File: config.mk
export PLATFORM = sky130hd
export DESIGN_NAME = niuCore
export DESIGN_NICKNAME = d
export VERILOG_FILES = /design/src/common/niuPkg.sv /design/src/control/niuControl.sv /design/src/design/niuAlu.sv /design/src/design/niuBusMaster.sv /design/src/design/niuCore.sv /design/src/design/niuPcUnit.sv /design/src/design/niuRegFile.sv
export VERILOG_INCLUDE_DIRS = /design/src /design/src/common
export SDC_FILE = /design/constraint.sdc
export NUM_CORES = 2
export LEC_CHECK = 0
export BUFFER_PORTS_ARGS = -buffer_cell sky130_fd_sc_hd__buf_4
export CAP_MARGIN = 20
export CORE_MARGIN = 1.5
export CORE_UTILIZATION = 35
export CTS_BUF_LIST = sky130_fd_sc_hd__clkbuf_8
export CTS_CLUSTER_SIZE = 30
export DETAILED_ROUTE_END_ITERATION = 12
export SETUP_SLACK_MARGIN = 0.15
export SYNTH_ARGS = -nofsm -noshare
export SYNTH_HDL_FRONTEND = slang
export SYNTH_SLANG_ARGS = --single-unit
export TNS_END_PERCENT = 30
File: constraint.sdc
create_clock -name clk -period 24.4 [get_ports clk]
set_clock_uncertainty 0.15 [all_clocks]
set_input_delay 7.32 -clock clk [delete_from_list [all_inputs] [get_ports clk]]
set_output_delay 7.32 -clock clk [all_outputs]
set_load 0.01 [all_outputs]
File: src/common/niu_params.svh
`ifndef NIU_PARAMS_SVH
`define NIU_PARAMS_SVH

// Datapath word and field widths
`define NIU_WORD      32
`define NIU_REG_BITS  5
`define NIU_OP_BITS   5

// Program counter
`define NIU_PC_START  32'h0000_0000
`define NIU_PC_STEP   32'd4          // One instruction word

// Instruction field positions
`define NIU_OP1_MSB   31
`define NIU_OP1_LSB   27
`define NIU_RX_LSB    22
`define NIU_RY_LSB    17
`define NIU_RZ_LSB    12
`define NIU_IMM_BITS  17             // Sign-extended to NIU_WORD

`endif

File: src/common/niuPkg.sv
`include "niu_params.svh"

package niuPkg;

    // Primary opcode, instruction bits 31:27
    typedef enum logic [`NIU_OP_BITS-1:0] {
        ALUR = 5'b00000,
        ADDI = 5'b00001,
        MLTI = 5'b00010,
        ANDI = 5'b00101,
        ORI  = 5'b00110,
        XORI = 5'b00111,
        SULI = 5'b01000,
        SSLI = 5'b01001,
        SURI = 5'b01010,
        SSRI = 5'b01011,
        LW   = 5'b10000,
        SW   = 5'b10011,
        BEQ  = 5'b11000,
        BNE  = 5'b11001,
        BLT  = 5'b11010,
        BLE  = 5'b11011,
        JAL  = 5'b11111
    } primaryOp;

    // Immediate opcodes share their low values with these
    typedef enum logic [`NIU_OP_BITS-1:0] {
        SUB = 5'b00000,
        ADD = 5'b00001,
        MLT = 5'b00010,
        NOT = 5'b00100,
        AND = 5'b00101,
        OR  = 5'b00110,
        XOR = 5'b00111,
        SUL = 5'b01000,
        SSL = 5'b01001,
        SUR = 5'b01010,
        SSR = 5'b01011,
        EQ  = 5'b10000,
        NEQ = 5'b10001,
        LT  = 5'b10010,
        LEQ = 5'b10011
    } aluFunc;

    typedef enum logic [4:0] {
        FETCH, DECODE,
        ALUA, ALUB, ALUWB,
        MEMA, MEMB, MEMADDR, MEMACC,
        BRA, BRB, BRCMP, BRPCA, BRIMM, BRPCWB,
        JALLINK, JALPC,
        HALT
    } ctrlState;

    typedef enum logic [1:0] {SRC_REGDATA, SRC_IMMED, SRC_PCVAL} operandSrc;

    typedef enum logic [1:0] {WB_ALURES, WB_MEMDATA, WB_PCVAL} wbSrc;

    typedef struct packed {
        primaryOp                 op1;
        logic [`NIU_REG_BITS-1:0] rx;
        logic [`NIU_REG_BITS-1:0] ry;
        logic [`NIU_REG_BITS-1:0] rz;
        logic [`NIU_WORD-1:0]     imm;
        aluFunc                   op2;
    } decodedInstr;

    typedef struct packed {
        logic                     incPc;
        logic                     ldPc;
        logic                     ldIr;
        logic [`NIU_REG_BITS-1:0] regSel;
        logic                     wrReg;
        wbSrc                     wbSel;
        logic                     ldA;
        logic                     ldB;
        operandSrc                opSel;    // Also picks PC or ALU for adr and PC load
        logic                     immShift;
        aluFunc                   func;
        logic                     memStart;
        logic                     memWrite;
    } ctrlBundle;

    typedef struct packed {
        logic                 cyc;
        logic                 stb;
        logic                 we;
        logic [`NIU_WORD-1:0] adr;
        logic [`NIU_WORD-1:0] datW;
    } wbReq;

    typedef struct packed {
        logic [`NIU_WORD-1:0] datR;
        logic                 ack;
    } wbRsp;

endpackage

File: src/control/niuControl.sv
`timescale 1ns/1ns

module niuControl (
    input  logic                clk,
    input  logic                reset,
    input  niuPkg::decodedInstr instr,
    input  logic                memDone,
    input  logic                cond,
    output niuPkg::ctrlBundle   ctrl,
    output logic                halted
);
    import niuPkg::*;

    localparam ctrlBundle ctrlIdle = '0;

    ctrlState  state;
    ctrlState  stateNext;
    logic      phase;       // FETCH: read issued, DECODE: IR loaded
    logic      phaseNext;
    ctrlBundle ctrlNext;
    logic      isRegOp;
    aluFunc    cmpFunc;

    assign isRegOp = (instr.op1 == ALUR);
    assign halted  = (state == HALT);

    // Branch opcode to compare function
    always_comb begin
        case (instr.op1)
            BNE:     cmpFunc = NEQ;
            BLT:     cmpFunc = LT;
            BLE:     cmpFunc = LEQ;
            default: cmpFunc = EQ;
        endcase
    end

    // Each state picks the controls for the following cycle
    always_comb begin
        stateNext = state;
        phaseNext = phase;
        ctrlNext  = ctrlIdle;
        case (state)
            FETCH: begin
                if (!phase) begin
                    ctrlNext.memStart = 1'b1;
                    ctrlNext.opSel    = SRC_PCVAL;    // Address from PC
                    phaseNext         = 1'b1;
                end else if (memDone) begin
                    ctrlNext.ldIr  = 1'b1;
                    ctrlNext.incPc = 1'b1;
                    phaseNext      = 1'b0;
                    stateNext      = DECODE;
                end
            end
            DECODE: begin
                if (!phase) begin
                    phaseNext = 1'b1;     // IR is loading
                end else begin
                    phaseNext       = 1'b0;
                    ctrlNext.regSel = instr.rx;
                    ctrlNext.ldA    = 1'b1;
                    ctrlNext.opSel  = SRC_REGDATA;
                    case (instr.op1)
                        ALUR, ADDI, MLTI, ANDI, ORI, XORI, SULI, SSLI, SURI, SSRI:
                            stateNext = ALUA;
                        LW, SW:
                            stateNext = MEMA;
                        BEQ, BNE, BLT, BLE:
                            stateNext = BRA;
                        JAL: begin
                            ctrlNext        = ctrlIdle;
                            ctrlNext.regSel = instr.ry;   // Link first
                            ctrlNext.wrReg  = 1'b1;
                            ctrlNext.wbSel  = WB_PCVAL;
                            stateNext       = JALLINK;
                        end
                        default: begin
                            ctrlNext  = ctrlIdle;
                            stateNext = HALT;
                        end
                    endcase
                end
            end
            ALUA: begin
                ctrlNext.regSel = instr.ry;
                ctrlNext.ldB    = 1'b1;
                ctrlNext.opSel  = isRegOp ? SRC_REGDATA : SRC_IMMED;
                stateNext       = ALUB;
            end
            ALUB: begin
                // Immediate opcodes reuse the function encodings
                ctrlNext.func = isRegOp ? instr.op2 : aluFunc'(instr.op1);
                stateNext     = ALUWB;
            end
            ALUWB: begin
                ctrlNext.regSel = isRegOp ? instr.rz : instr.ry;
                ctrlNext.wrReg  = 1'b1;
                ctrlNext.wbSel  = WB_ALURES;
                stateNext       = FETCH;
            end
            MEMA: begin
                ctrlNext.ldB   = 1'b1;
                ctrlNext.opSel = SRC_IMMED;
                stateNext      = MEMB;
            end
            MEMB: begin
                ctrlNext.func = ADD;
                stateNext     = MEMADDR;
            end
            MEMADDR: begin
                ctrlNext.memStart = 1'b1;
                ctrlNext.memWrite = (instr.op1 == SW);
                ctrlNext.regSel   = instr.ry;         // Store data
                ctrlNext.opSel    = SRC_REGDATA;
                stateNext         = MEMACC;
            end
            MEMACC: begin
                if (memDone) begin
                    if (instr.op1 == LW) begin
                        ctrlNext.regSel = instr.ry;
                        ctrlNext.wrReg  = 1'b1;
                        ctrlNext.wbSel  = WB_MEMDATA;
                    end
                    stateNext = FETCH;
                end
            end
            BRA: begin
                ctrlNext.regSel = instr.ry;
                ctrlNext.ldB    = 1'b1;
                ctrlNext.opSel  = SRC_REGDATA;
                stateNext       = BRB;
            end
            BRB: begin
                ctrlNext.func = cmpFunc;
                stateNext     = BRCMP;
            end
            BRCMP: begin
                ctrlNext.ldA   = 1'b1;     // Harmless if not taken
                ctrlNext.opSel = SRC_PCVAL;
                stateNext      = BRPCA;
            end
            BRPCA: begin
                if (cond) begin
                    ctrlNext.ldB      = 1'b1;
                    ctrlNext.opSel    = SRC_IMMED;
                    ctrlNext.immShift = 1'b1;
                    stateNext         = BRIMM;
                end else begin
                    stateNext = FETCH;
                end
            end
            BRIMM: begin
                ctrlNext.func = ADD;
                stateNext     = BRPCWB;
            end
            BRPCWB: begin
                ctrlNext.ldPc  = 1'b1;
                ctrlNext.opSel = SRC_PCVAL;   // Target from ALU
                stateNext      = FETCH;
            end
            JALLINK: begin
                ctrlNext.regSel = instr.rx;
                ctrlNext.ldPc   = 1'b1;
                ctrlNext.opSel  = SRC_REGDATA;
                stateNext       = JALPC;
            end
            JALPC:   stateNext = FETCH;
            default: stateNext = HALT;   // Only reset leaves
        endcase
    end

    always_ff @(posedge clk or posedge reset) begin
        if (reset) begin
            state <= FETCH;
            phase <= 1'b0;
            ctrl  <= ctrlIdle;
        end else begin
            state <= stateNext;
            phase <= phaseNext;
            ctrl  <= ctrlNext;
        end
    end

endmodule

File: src/design/niuAlu.sv
`timescale 1ns/1ns
`include "niu_params.svh"

module niuAlu (
    input  logic                 clk,
    input  niuPkg::ctrlBundle    ctrl,
    input  logic [`NIU_WORD-1:0] regData,
    input  logic [`NIU_WORD-1:0] pc,
    input  logic [`NIU_WORD-1:0] imm,
    output logic [`NIU_WORD-1:0] result,
    output logic                 cond
);
    import niuPkg::*;

    logic [`NIU_WORD-1:0] opA;
    logic [`NIU_WORD-1:0] opB;
    logic [`NIU_WORD-1:0] operand;
    logic [`NIU_WORD-1:0] aluOut;
    logic [4:0]           shamt;

    // Operand select in front of A and B
    always_comb begin
        case (ctrl.opSel)
            SRC_IMMED: operand = ctrl.immShift ? (imm << 2) : imm;   // Branch offset in words
            SRC_PCVAL: operand = pc;
            default:   operand = regData;
        endcase
    end

    assign shamt = opB[4:0];

    always_comb begin
        case (ctrl.func)
            SUB:     aluOut = opA - opB;
            ADD:     aluOut = opA + opB;
            MLT:     aluOut = opA * opB;       // Low word only
            NOT:     aluOut = ~opA;
            AND:     aluOut = opA & opB;
            OR:      aluOut = opA | opB;
            XOR:     aluOut = opA ^ opB;
            SUL:     aluOut = opA << shamt;
            SSL:     aluOut = opA <<< shamt;
            SUR:     aluOut = opA >> shamt;
            SSR:     aluOut = $signed(opA) >>> shamt;
            EQ:      aluOut = `NIU_WORD'(opA == opB);
            NEQ:     aluOut = `NIU_WORD'(opA != opB);
            LT:      aluOut = `NIU_WORD'($signed(opA) < $signed(opB));
            LEQ:     aluOut = `NIU_WORD'($signed(opA) <= $signed(opB));
            default: aluOut = '0;
        endcase
    end

    always_ff @(posedge clk) begin
        if (ctrl.ldA) begin
            opA <= operand;
        end
        if (ctrl.ldB) begin
            opB <= operand;
        end
        result <= aluOut;
    end

    assign cond = result[0];   // Compare outcome for branches

endmodule

File: src/design/niuBusMaster.sv
`timescale 1ns/1ns
`include "niu_params.svh"

module niuBusMaster (
    input  logic                 clk,
    input  logic                 reset,
    input  niuPkg::ctrlBundle    ctrl,
    input  logic [`NIU_WORD-1:0] pc,
    input  logic [`NIU_WORD-1:0] aluResult,
    input  logic [`NIU_WORD-1:0] regData,
    output niuPkg::wbReq         bus,
    input  niuPkg::wbRsp         mem,
    output logic [`NIU_WORD-1:0] memData,
    output logic                 memDone
);
    import niuPkg::*;

    logic                 active;     // cyc and stb
    logic                 writeCyc;
    logic [`NIU_WORD-1:0] adrReg;
    logic [`NIU_WORD-1:0] datReg;

    assign memDone = active & mem.ack;

    // Cycle stays open until the first ack
    always_ff @(posedge clk or posedge reset) begin
        if (reset) begin
            active   <= 1'b0;
            writeCyc <= 1'b0;
        end else if (ctrl.memStart) begin
            active   <= 1'b1;
            writeCyc <= ctrl.memWrite;
        end else if (memDone) begin
            active   <= 1'b0;
            writeCyc <= 1'b0;
        end
    end

    always_ff @(posedge clk) begin
        if (ctrl.memStart) begin
            adrReg <= (ctrl.opSel == SRC_PCVAL) ? pc : aluResult;   // Fetch or data access
            datReg <= regData;
        end
        if (memDone) begin
            memData <= mem.datR;
        end
    end

    assign bus.cyc  = active;
    assign bus.stb  = active;
    assign bus.we   = writeCyc;
    assign bus.adr  = adrReg;
    assign bus.datW = datReg;

endmodule

File: src/design/niuCore.sv
`timescale 1ns/1ns
`include "niu_params.svh"

module niuCore (
    input  logic         clk,
    input  logic         reset,
    output niuPkg::wbReq bus,
    input  niuPkg::wbRsp mem,
    output logic         halted
);
    import niuPkg::*;

    ctrlBundle            ctrl;
    decodedInstr          instr;
    logic [`NIU_WORD-1:0] pc;
    logic [`NIU_WORD-1:0] regData;
    logic [`NIU_WORD-1:0] aluResult;
    logic [`NIU_WORD-1:0] memData;
    logic                 memDone;
    logic                 cond;

    niuControl control0 (
        .clk     (clk),
        .reset   (reset),
        .instr   (instr),
        .memDone (memDone),
        .cond    (cond),
        .ctrl    (ctrl),
        .halted  (halted)
    );

    niuPcUnit pcUnit0 (
        .clk       (clk),
        .reset     (reset),
        .ctrl      (ctrl),
        .memData   (memData),
        .aluResult (aluResult),
        .regData   (regData),
        .pc        (pc),
        .instr     (instr)
    );

    niuRegFile regFile0 (
        .clk       (clk),
        .ctrl      (ctrl),
        .aluResult (aluResult),
        .memData   (memData),
        .pc        (pc),
        .regData   (regData)
    );

    niuAlu alu0 (
        .clk     (clk),
        .ctrl    (ctrl),
        .regData (regData),
        .pc      (pc),
        .imm     (instr.imm),
        .result  (aluResult),
        .cond    (cond)
    );

    niuBusMaster busMaster0 (
        .clk       (clk),
        .reset     (reset),
        .ctrl      (ctrl),
        .pc        (pc),
        .aluResult (aluResult),
        .regData   (regData),
        .bus       (bus),
        .mem       (mem),
        .memData   (memData),
        .memDone   (memDone)
    );

endmodule

File: src/design/niuPcUnit.sv
`timescale 1ns/1ns
`include "niu_params.svh"

module niuPcUnit (
    input  logic                 clk,
    input  logic                 reset,
    input  niuPkg::ctrlBundle    ctrl,
    input  logic [`NIU_WORD-1:0] memData,
    input  logic [`NIU_WORD-1:0] aluResult,
    input  logic [`NIU_WORD-1:0] regData,
    output logic [`NIU_WORD-1:0] pc,
    output niuPkg::decodedInstr  instr
);
    import niuPkg::*;

    logic [`NIU_WORD-1:0] ir;

    // JAL takes the register, a branch the ALU sum
    always_ff @(posedge clk or posedge reset) begin
        if (reset) begin
            pc <= `NIU_PC_START;
        end else if (ctrl.ldPc) begin
            pc <= (ctrl.opSel == SRC_REGDATA) ? regData : aluResult;
        end else if (ctrl.incPc) begin
            pc <= pc + `NIU_PC_STEP;
        end
    end

    always_ff @(posedge clk) begin
        if (ctrl.ldIr) begin
            ir <= memData;
        end
    end

    // Field decode
    assign instr.op1 = primaryOp'(ir[`NIU_OP1_MSB:`NIU_OP1_LSB]);
    assign instr.rx  = ir[`NIU_RX_LSB +: `NIU_REG_BITS];
    assign instr.ry  = ir[`NIU_RY_LSB +: `NIU_REG_BITS];
    assign instr.rz  = ir[`NIU_RZ_LSB +: `NIU_REG_BITS];
    assign instr.op2 = aluFunc'(ir[`NIU_OP_BITS-1:0]);    // Overlaps imm low bits

    assign instr.imm = {{(`NIU_WORD - `NIU_IMM_BITS){ir[`NIU_IMM_BITS-1]}},
                        ir[`NIU_IMM_BITS-1:0]};

endmodule

File: src/design/niuRegFile.sv
`timescale 1ns/1ns
`include "niu_params.svh"

module niuRegFile (
    input  logic                 clk,
    input  niuPkg::ctrlBundle    ctrl,
    input  logic [`NIU_WORD-1:0] aluResult,
    input  logic [`NIU_WORD-1:0] memData,
    input  logic [`NIU_WORD-1:0] pc,
    output logic [`NIU_WORD-1:0] regData
);
    import niuPkg::*;

    logic [`NIU_WORD-1:0] regs [2**`NIU_REG_BITS];
    logic [`NIU_WORD-1:0] wbWord;

    // Write-back source select
    always_comb begin
        case (ctrl.wbSel)
            WB_MEMDATA: wbWord = memData;
            WB_PCVAL:   wbWord = pc;          // JAL link
            default:    wbWord = aluResult;
        endcase
    end

    always_ff @(posedge clk) begin
        if (ctrl.wrReg) begin
            regs[ctrl.regSel] <= wbWord;
        end
    end

    assign regData = regs[ctrl.regSel];   // Asynchronous read

endmodule

# Word-level counts from Yosys, hierarchy flattened
# Memories as Yosys holds them, arrays and structs flattened.
# Cells that the tools add are included.
word_totals:
  register_bits: 287
  ram_bits: 1024
  inputBits: 35
  out_inout_bits: 68
  wordCells: 164
  memories: 1
memory_table:
  columns: ["memory", "depth", "width", "read_ports", "rd_clocked_by_memory_dff", "wr", "line", "source"]
  rows:
  - ["regFile0.regs", 32, 32, 1, 0, 1, "niuRegFile.sv:14", "logic [`NIU_WORD-1:0] regs [2**`NIU_REG_BITS];"]
classes:
  n_addsub: 3
  n_mul: 1
  n_lt_le_gt_ge: 2
  eq_ne: 57
  shift: 4
  n_mux: 48
  n_bitwise: 5
  n_reduce_logical: 18
ops:
  columns: ["cell", "count"]
  rows:
  - ["$pmux W32 S15", 1]
  - ["$mux W32", 4]
  - ["$pmux W32 S2", 2]
  - ["$eq A5 B4 Y1 const B", 16]
  - ["$pmux W5 S15", 1]
  - ["$eq A5 B5 Y1 const B", 13]
  - ["$eq A5 B3 Y1 const B", 11]
  - ["$pmux W20 S2", 1]
  - ["$pmux W5 S4", 2]
  - ["$add A32 B3 Y32 const B", 1]
  - ["$add A32 B32 Y32", 1]
  - ["$and A32 B32 Y32", 1]
  - ["$eq A32 B32 Y1", 1]
  - ["$le A32 B32 Y1", 1]
  - ["$lt A32 B32 Y1", 1]
  - ["$mul A32 B32 Y32", 1]
  - ["$ne A32 B32 Y1", 1]
  - ["$not A32 Y32", 1]
  - ["$or A32 B32 Y32", 1]
  - ["$shl A32 B5 Y32", 1]
  - ["$shr A32 B5 Y32", 1]
  - ["$sshl A32 B5 Y32", 1]
  - ["$sshr A32 B5 Y32", 1]
  - ["$sub A32 B32 Y32", 1]
  - ["other kinds (29)", 72]

# Longest topological paths before layout
logic_depth:
  depth_word: 5
  ltp_mapped: 30
  ltp_nobuf: 27

# Hierarchy
# From an unflattened synthesis, not the netlist that was laid out.
hier_totals:
  cells_unflattened: 6072
  area_unflattened_um2: 75132.1
modules_own_cells:
  columns: ["module", "instances", "cells_each", "area_per_inst_um2", "seq_area_each_um2"]
  rows:
  - ["niuRegFile", 1, 2188, 39776.9, 30749.5]
  - ["niuAlu", 1, 3244, 26778.2, 2562.5]
  - ["niuBusMaster", 1, 145, 3549.7, 2932.8]
  - ["niuPcUnit", 1, 309, 3331.9, 1761.7]
  - ["niuControl", 1, 186, 1695.4, 700.7]

# Worst setup path before layout
# OpenSTA, ideal clock, no wires.
synth_timing:
  path_type: "input port to flip-flop"
  start: "input mem[0] (netlist name)"
  end: "register control0.state[4]"
  setup_time_ns: 0.122
  arrival_time_ns: 8.819
  required_time_ns: 24.128
  setup_slack_ns: 15.308
  cell_stages: 7
  n_path_buf: 0
  cell_sequence: "nand2_1 inv_1 o22ai_1 and3_1 a21o_1 nor2b_1 a21oi_1"
synth_via:
  elab_chain_cells: 3
  word_cells_on_any_way: 4
  classes_between: "eq/ne: 2; bitwise: 1; reduce/logical: 1"
synth_rtl:
  columns: ["element", "line", "source"]
  rows:
  - ["from (decl)", "niuCore.sv:8", "input niuPkg::wbRsp mem,"]
  - ["$and A1 B1 Y1 (*)", "niuBusMaster.sv:23", "assign memDone = active & mem.ack;"]
  - ["net busMaster0.memDone", "niuBusMaster.sv:14", "output logic memDone"]
  - ["$ne A2 B1 Y1 (no source line)", null, null]
  - ["$reduce_and A4 Y1 (no source line) (*)", null, null]
  - ["to (signal assigned)", "niuControl.sv:178", "state <= stateNext;"]
  - ["to (decl)", "niuControl.sv:16", "ctrlState state;"]
# Mark *: on every way through the listed nets, which the timed path passes. The rest lies on a longest branch.
# A chain may end at the register's enable or synchronous reset.

# Final worst setup path
layout_timing:
  start: "register control0.state[0]"
  end: "output halted"
layout_via:
  elab_chain_cells: 1
layout_rtl:
  columns: ["element", "line", "source"]
  rows:
  - ["$eq A5 B5 Y1", "niuControl.sv:25", "assign halted = (state == HALT);"]
  - ["to (decl)", "niuCore.sv:9", "output logic halted"]
# No other way between the ends.

==> flow_metrics.tcl <==
set metrics [dict create \
    outcome "finished clean" \
    crit_required_ns 16.93 \
    ys_types 94 \
    htree_levels 4 \
    p_sw_w 0.000900 \
    slew_violations 0 \
    rows 168 \
    critPathArrivalTime_ns 2.74 \
    ys.flop_type "edfxtp_1" \
    routedWlPerCell_um 29.4 \
    final_hold_viol_count 0 \
    clockBufferDepth 3 \
    die_area_mm2 0.213 \
    via_count 49300 \
    dp_cells 8267 \
    async_flop_share 0.0473 \
    crit_type "reg2out" \
    clk_pin_slew_worst_paths_ns 0.06 \
    startpoint_type "flop" \
    p_leak_nw 26.9 \
    internal_power_w 0.00334 \
    yosysTopAreaCellShare 0.496 \
    grt_use_total 0.237 \
    ys_ff_latch 1310 \
    end_kind "primary output" \
    start_util 0.352 \
    max-slew-margin-rel 0.217 \
    yosys.area.top_type "edfxtp_1" \
    grt_max_degree 103 \
    final_net_count 6342 \
    dr.pass1.iters 8 \
    via_per_inst 5.70 \
    syn_area_mm2 0.0736 \
    ios 103 \
    antenna_left 0 \
    maxCapViolCount 0 \
    final-setup-viol-count 0 \
    syn_area_per_cell_um2 13.3 \
    synth.area.top_cells "edfxtp_1 50%, fa_1 11%, mux4_2 9.4%" \
    drc_errors 0 \
    synth_edf_count 1216 \
    p_per_area_mw_per_mm2 51.4 \
    syn2layout_area_growth_pct 11.9 \
    synth_fp_nets 6207 \
    cts.sink_count 1310 \
    first_iter_violations 5749 \
    yosys_warnings 0 \
    synth_cells 5536 \
    final_cell_count_no_fill 8649 \
    coreArea_mm2 0.209 \
    power_frac_seq 0.571 \
    cts_tree "yes" \
    synth.most_common_cell "edfxtp_1" \
    swShare 0.212 \
    drive_above_1_share 0.171 \
    layout_worst_path_cycle_share 0.418 \
    die_y_um 461 \
    fmax_mhz 98.0 \
    port-buffer-count 102 \
    grt_antenna_before_repair 11 \
    die_w_um 461 \
    insertion_delay_ns 0.94 \
    cts_resized 0 \
    post-route-min-period_ns 10.21 \
    wl_um 255000 \
    cts_setup_buffers 0 \
    hold_class "reg2reg" \
    pwr-share-clk 0.427 \
    first_global_vias 49700 \
    numCtsBuffers 199 \
    fin_tns_setup_ns 0 \
    ys_seq_area_frac 0.526 \
    ctsHoldBuffers 0 \
    combPwrFrac 0.002 \
    gp_congestion 0.992 \
    place_hpwl_um 173000 \
    rsz0062_at_grt "no" \
    synth.cells.most_frequent "1216 x edfxtp_1, 622 x nor2_1, 510 x inv_1" \
    grt-ovfl-total 0 \
    cp_max_fo 21 \
    grt_pass1_wl_um 362000 \
    tightestPinTransition_ns 1.17 \
    ir_worst_vdd_mv 0.0607 \
    cts_root_buf "clkbuf_8" \
]
==> worst paths after layout <==
check	slack [ns]	cells after the start	startpoint	end
worst max-delay path	14.19	4	control0.state[0]	halted
worst min-delay path	0.30	0	busMaster0.memData[30]	pcUnit0.ir[30]
worst max register to register	15.49	23	alu0.opB[3]	alu0.result[24]
worst min register to register	0.30	0	busMaster0.memData[30]	pcUnit0.ir[30]
max in group asynchronous	16.84	3	reset	control0.ctrl[15]
min in group asynchronous	6.50	3	reset	busMaster0.active
==> registers in the layout, summed over array words and instances (netlist names) <==
| register | flops |
|---|---|
| control0.state | 5 |
| busMaster0.writeCyc | 1 |
| regFile0.regs | 1024 |
| control0.phase | 1 |
| control0.ctrl | 22 |
| busMaster0.datReg | 32 |
| pcUnit0.ir | 32 |
| busMaster0.memData | 32 |
| pcUnit0.pc | 32 |
| busMaster0.active | 1 |
| alu0.opB | 32 |
| alu0.opA | 32 |
| alu0.result | 32 |
| busMaster0.adrReg | 32 |
==> through the flow <==
stage	setup slack [ns]	cell area, µm²	hold WS [ns]	total power, W	util
final	14.19	82300	0.303	0.00424	0.394
after global routing	13.99	82300	0.319	0.00436	0.394
after CTS	14.16	82200	0.302	0.00427	0.393
after detailed placement	15.00	78300	0.286	0.00248	0.374
after global placement	14.99	78200	0.287	0.00248	0.374
after floorplan	15.31	73600	0.277	0.00247	-
==> cell families (layout without fill, tap and decap cells) <==
kind of cell    Yosys count  count (layout)  synth area share
fa+ha+maj               636             636             0.150
compound gates          870             870            0.0787
buf+inv                 876            1181            0.0454
mux                     407             407             0.108
flops                  1310            1310             0.526
xor+xnor                137             137            0.0163
other cells               0               3                 0
simple gates           1300            1300            0.0757
==> layout by cell type (no fill, tap or decap), types with 32 or more instances in the layout <==
master    count
xnor2_1     110
nand4_1      54
a31oi_1      45
dfxtp_1      32
nor2_1      587
clkinv_2     34
o21ai_0     139
edfxtp_1   1216
a221oi_1     55
mux2i_1      82
nor2_4       35
nand2_1     399
a21oi_1     198
dfrtp_1      56
clkbuf_8    207
a22oi_1     133
clkinv_1     51
nand3_1      42
inv_1       570
mux4_2      306
ha_1        223
a21oi_2      32
nor3_1       42
fa_1        410
buf_4       268
==> metal layers <==
layer | wire, µm | track usage | vias up
met3 | 21800 | 0.0467 | 527
li1 | - | - | 20500
met1 | 97500 | 0.301 | 25700
met2 | 122000 | 0.390 | 2584
met5 | 57 | 0 | -
met4 | 13000 | 0.111 | 10
==> power by group through the flow <==
stage,sequential [W],clock (W),combinational (W)
2_1_floorplan,0.00247,0,0.00000155
3_3_place_gp,0.00247,0,0.0000101
3_5_place_dp,0.00247,0,0.0000101
4_1_cts,0.00242,0.00184,0.0000101
5_1_grt,0.00242,0.00193,0.0000103
6_report,0.00242,0.00181,0.00000976
==> final cells by class <==
type                       instances  area, µm²
fill                           19700     127000
sequential                      1310      38700
multi-input combinational       3350      32000
tap                             2805       3510
clock buffer                     207       2850
timing repair buffer             282       2240
inverter                         528       1980
clock inverter                   164       1080
antenna                            3       7.51
==> critical path: stages, from the launching register on <==
cell and delay [ns]:
dfrtp_1 0.77, clkinv_1 0.46, nor2_1 0.28, and3_1 0.18, buf_4 0.13
Note: power is estimated with default switching activity, not from simulation.
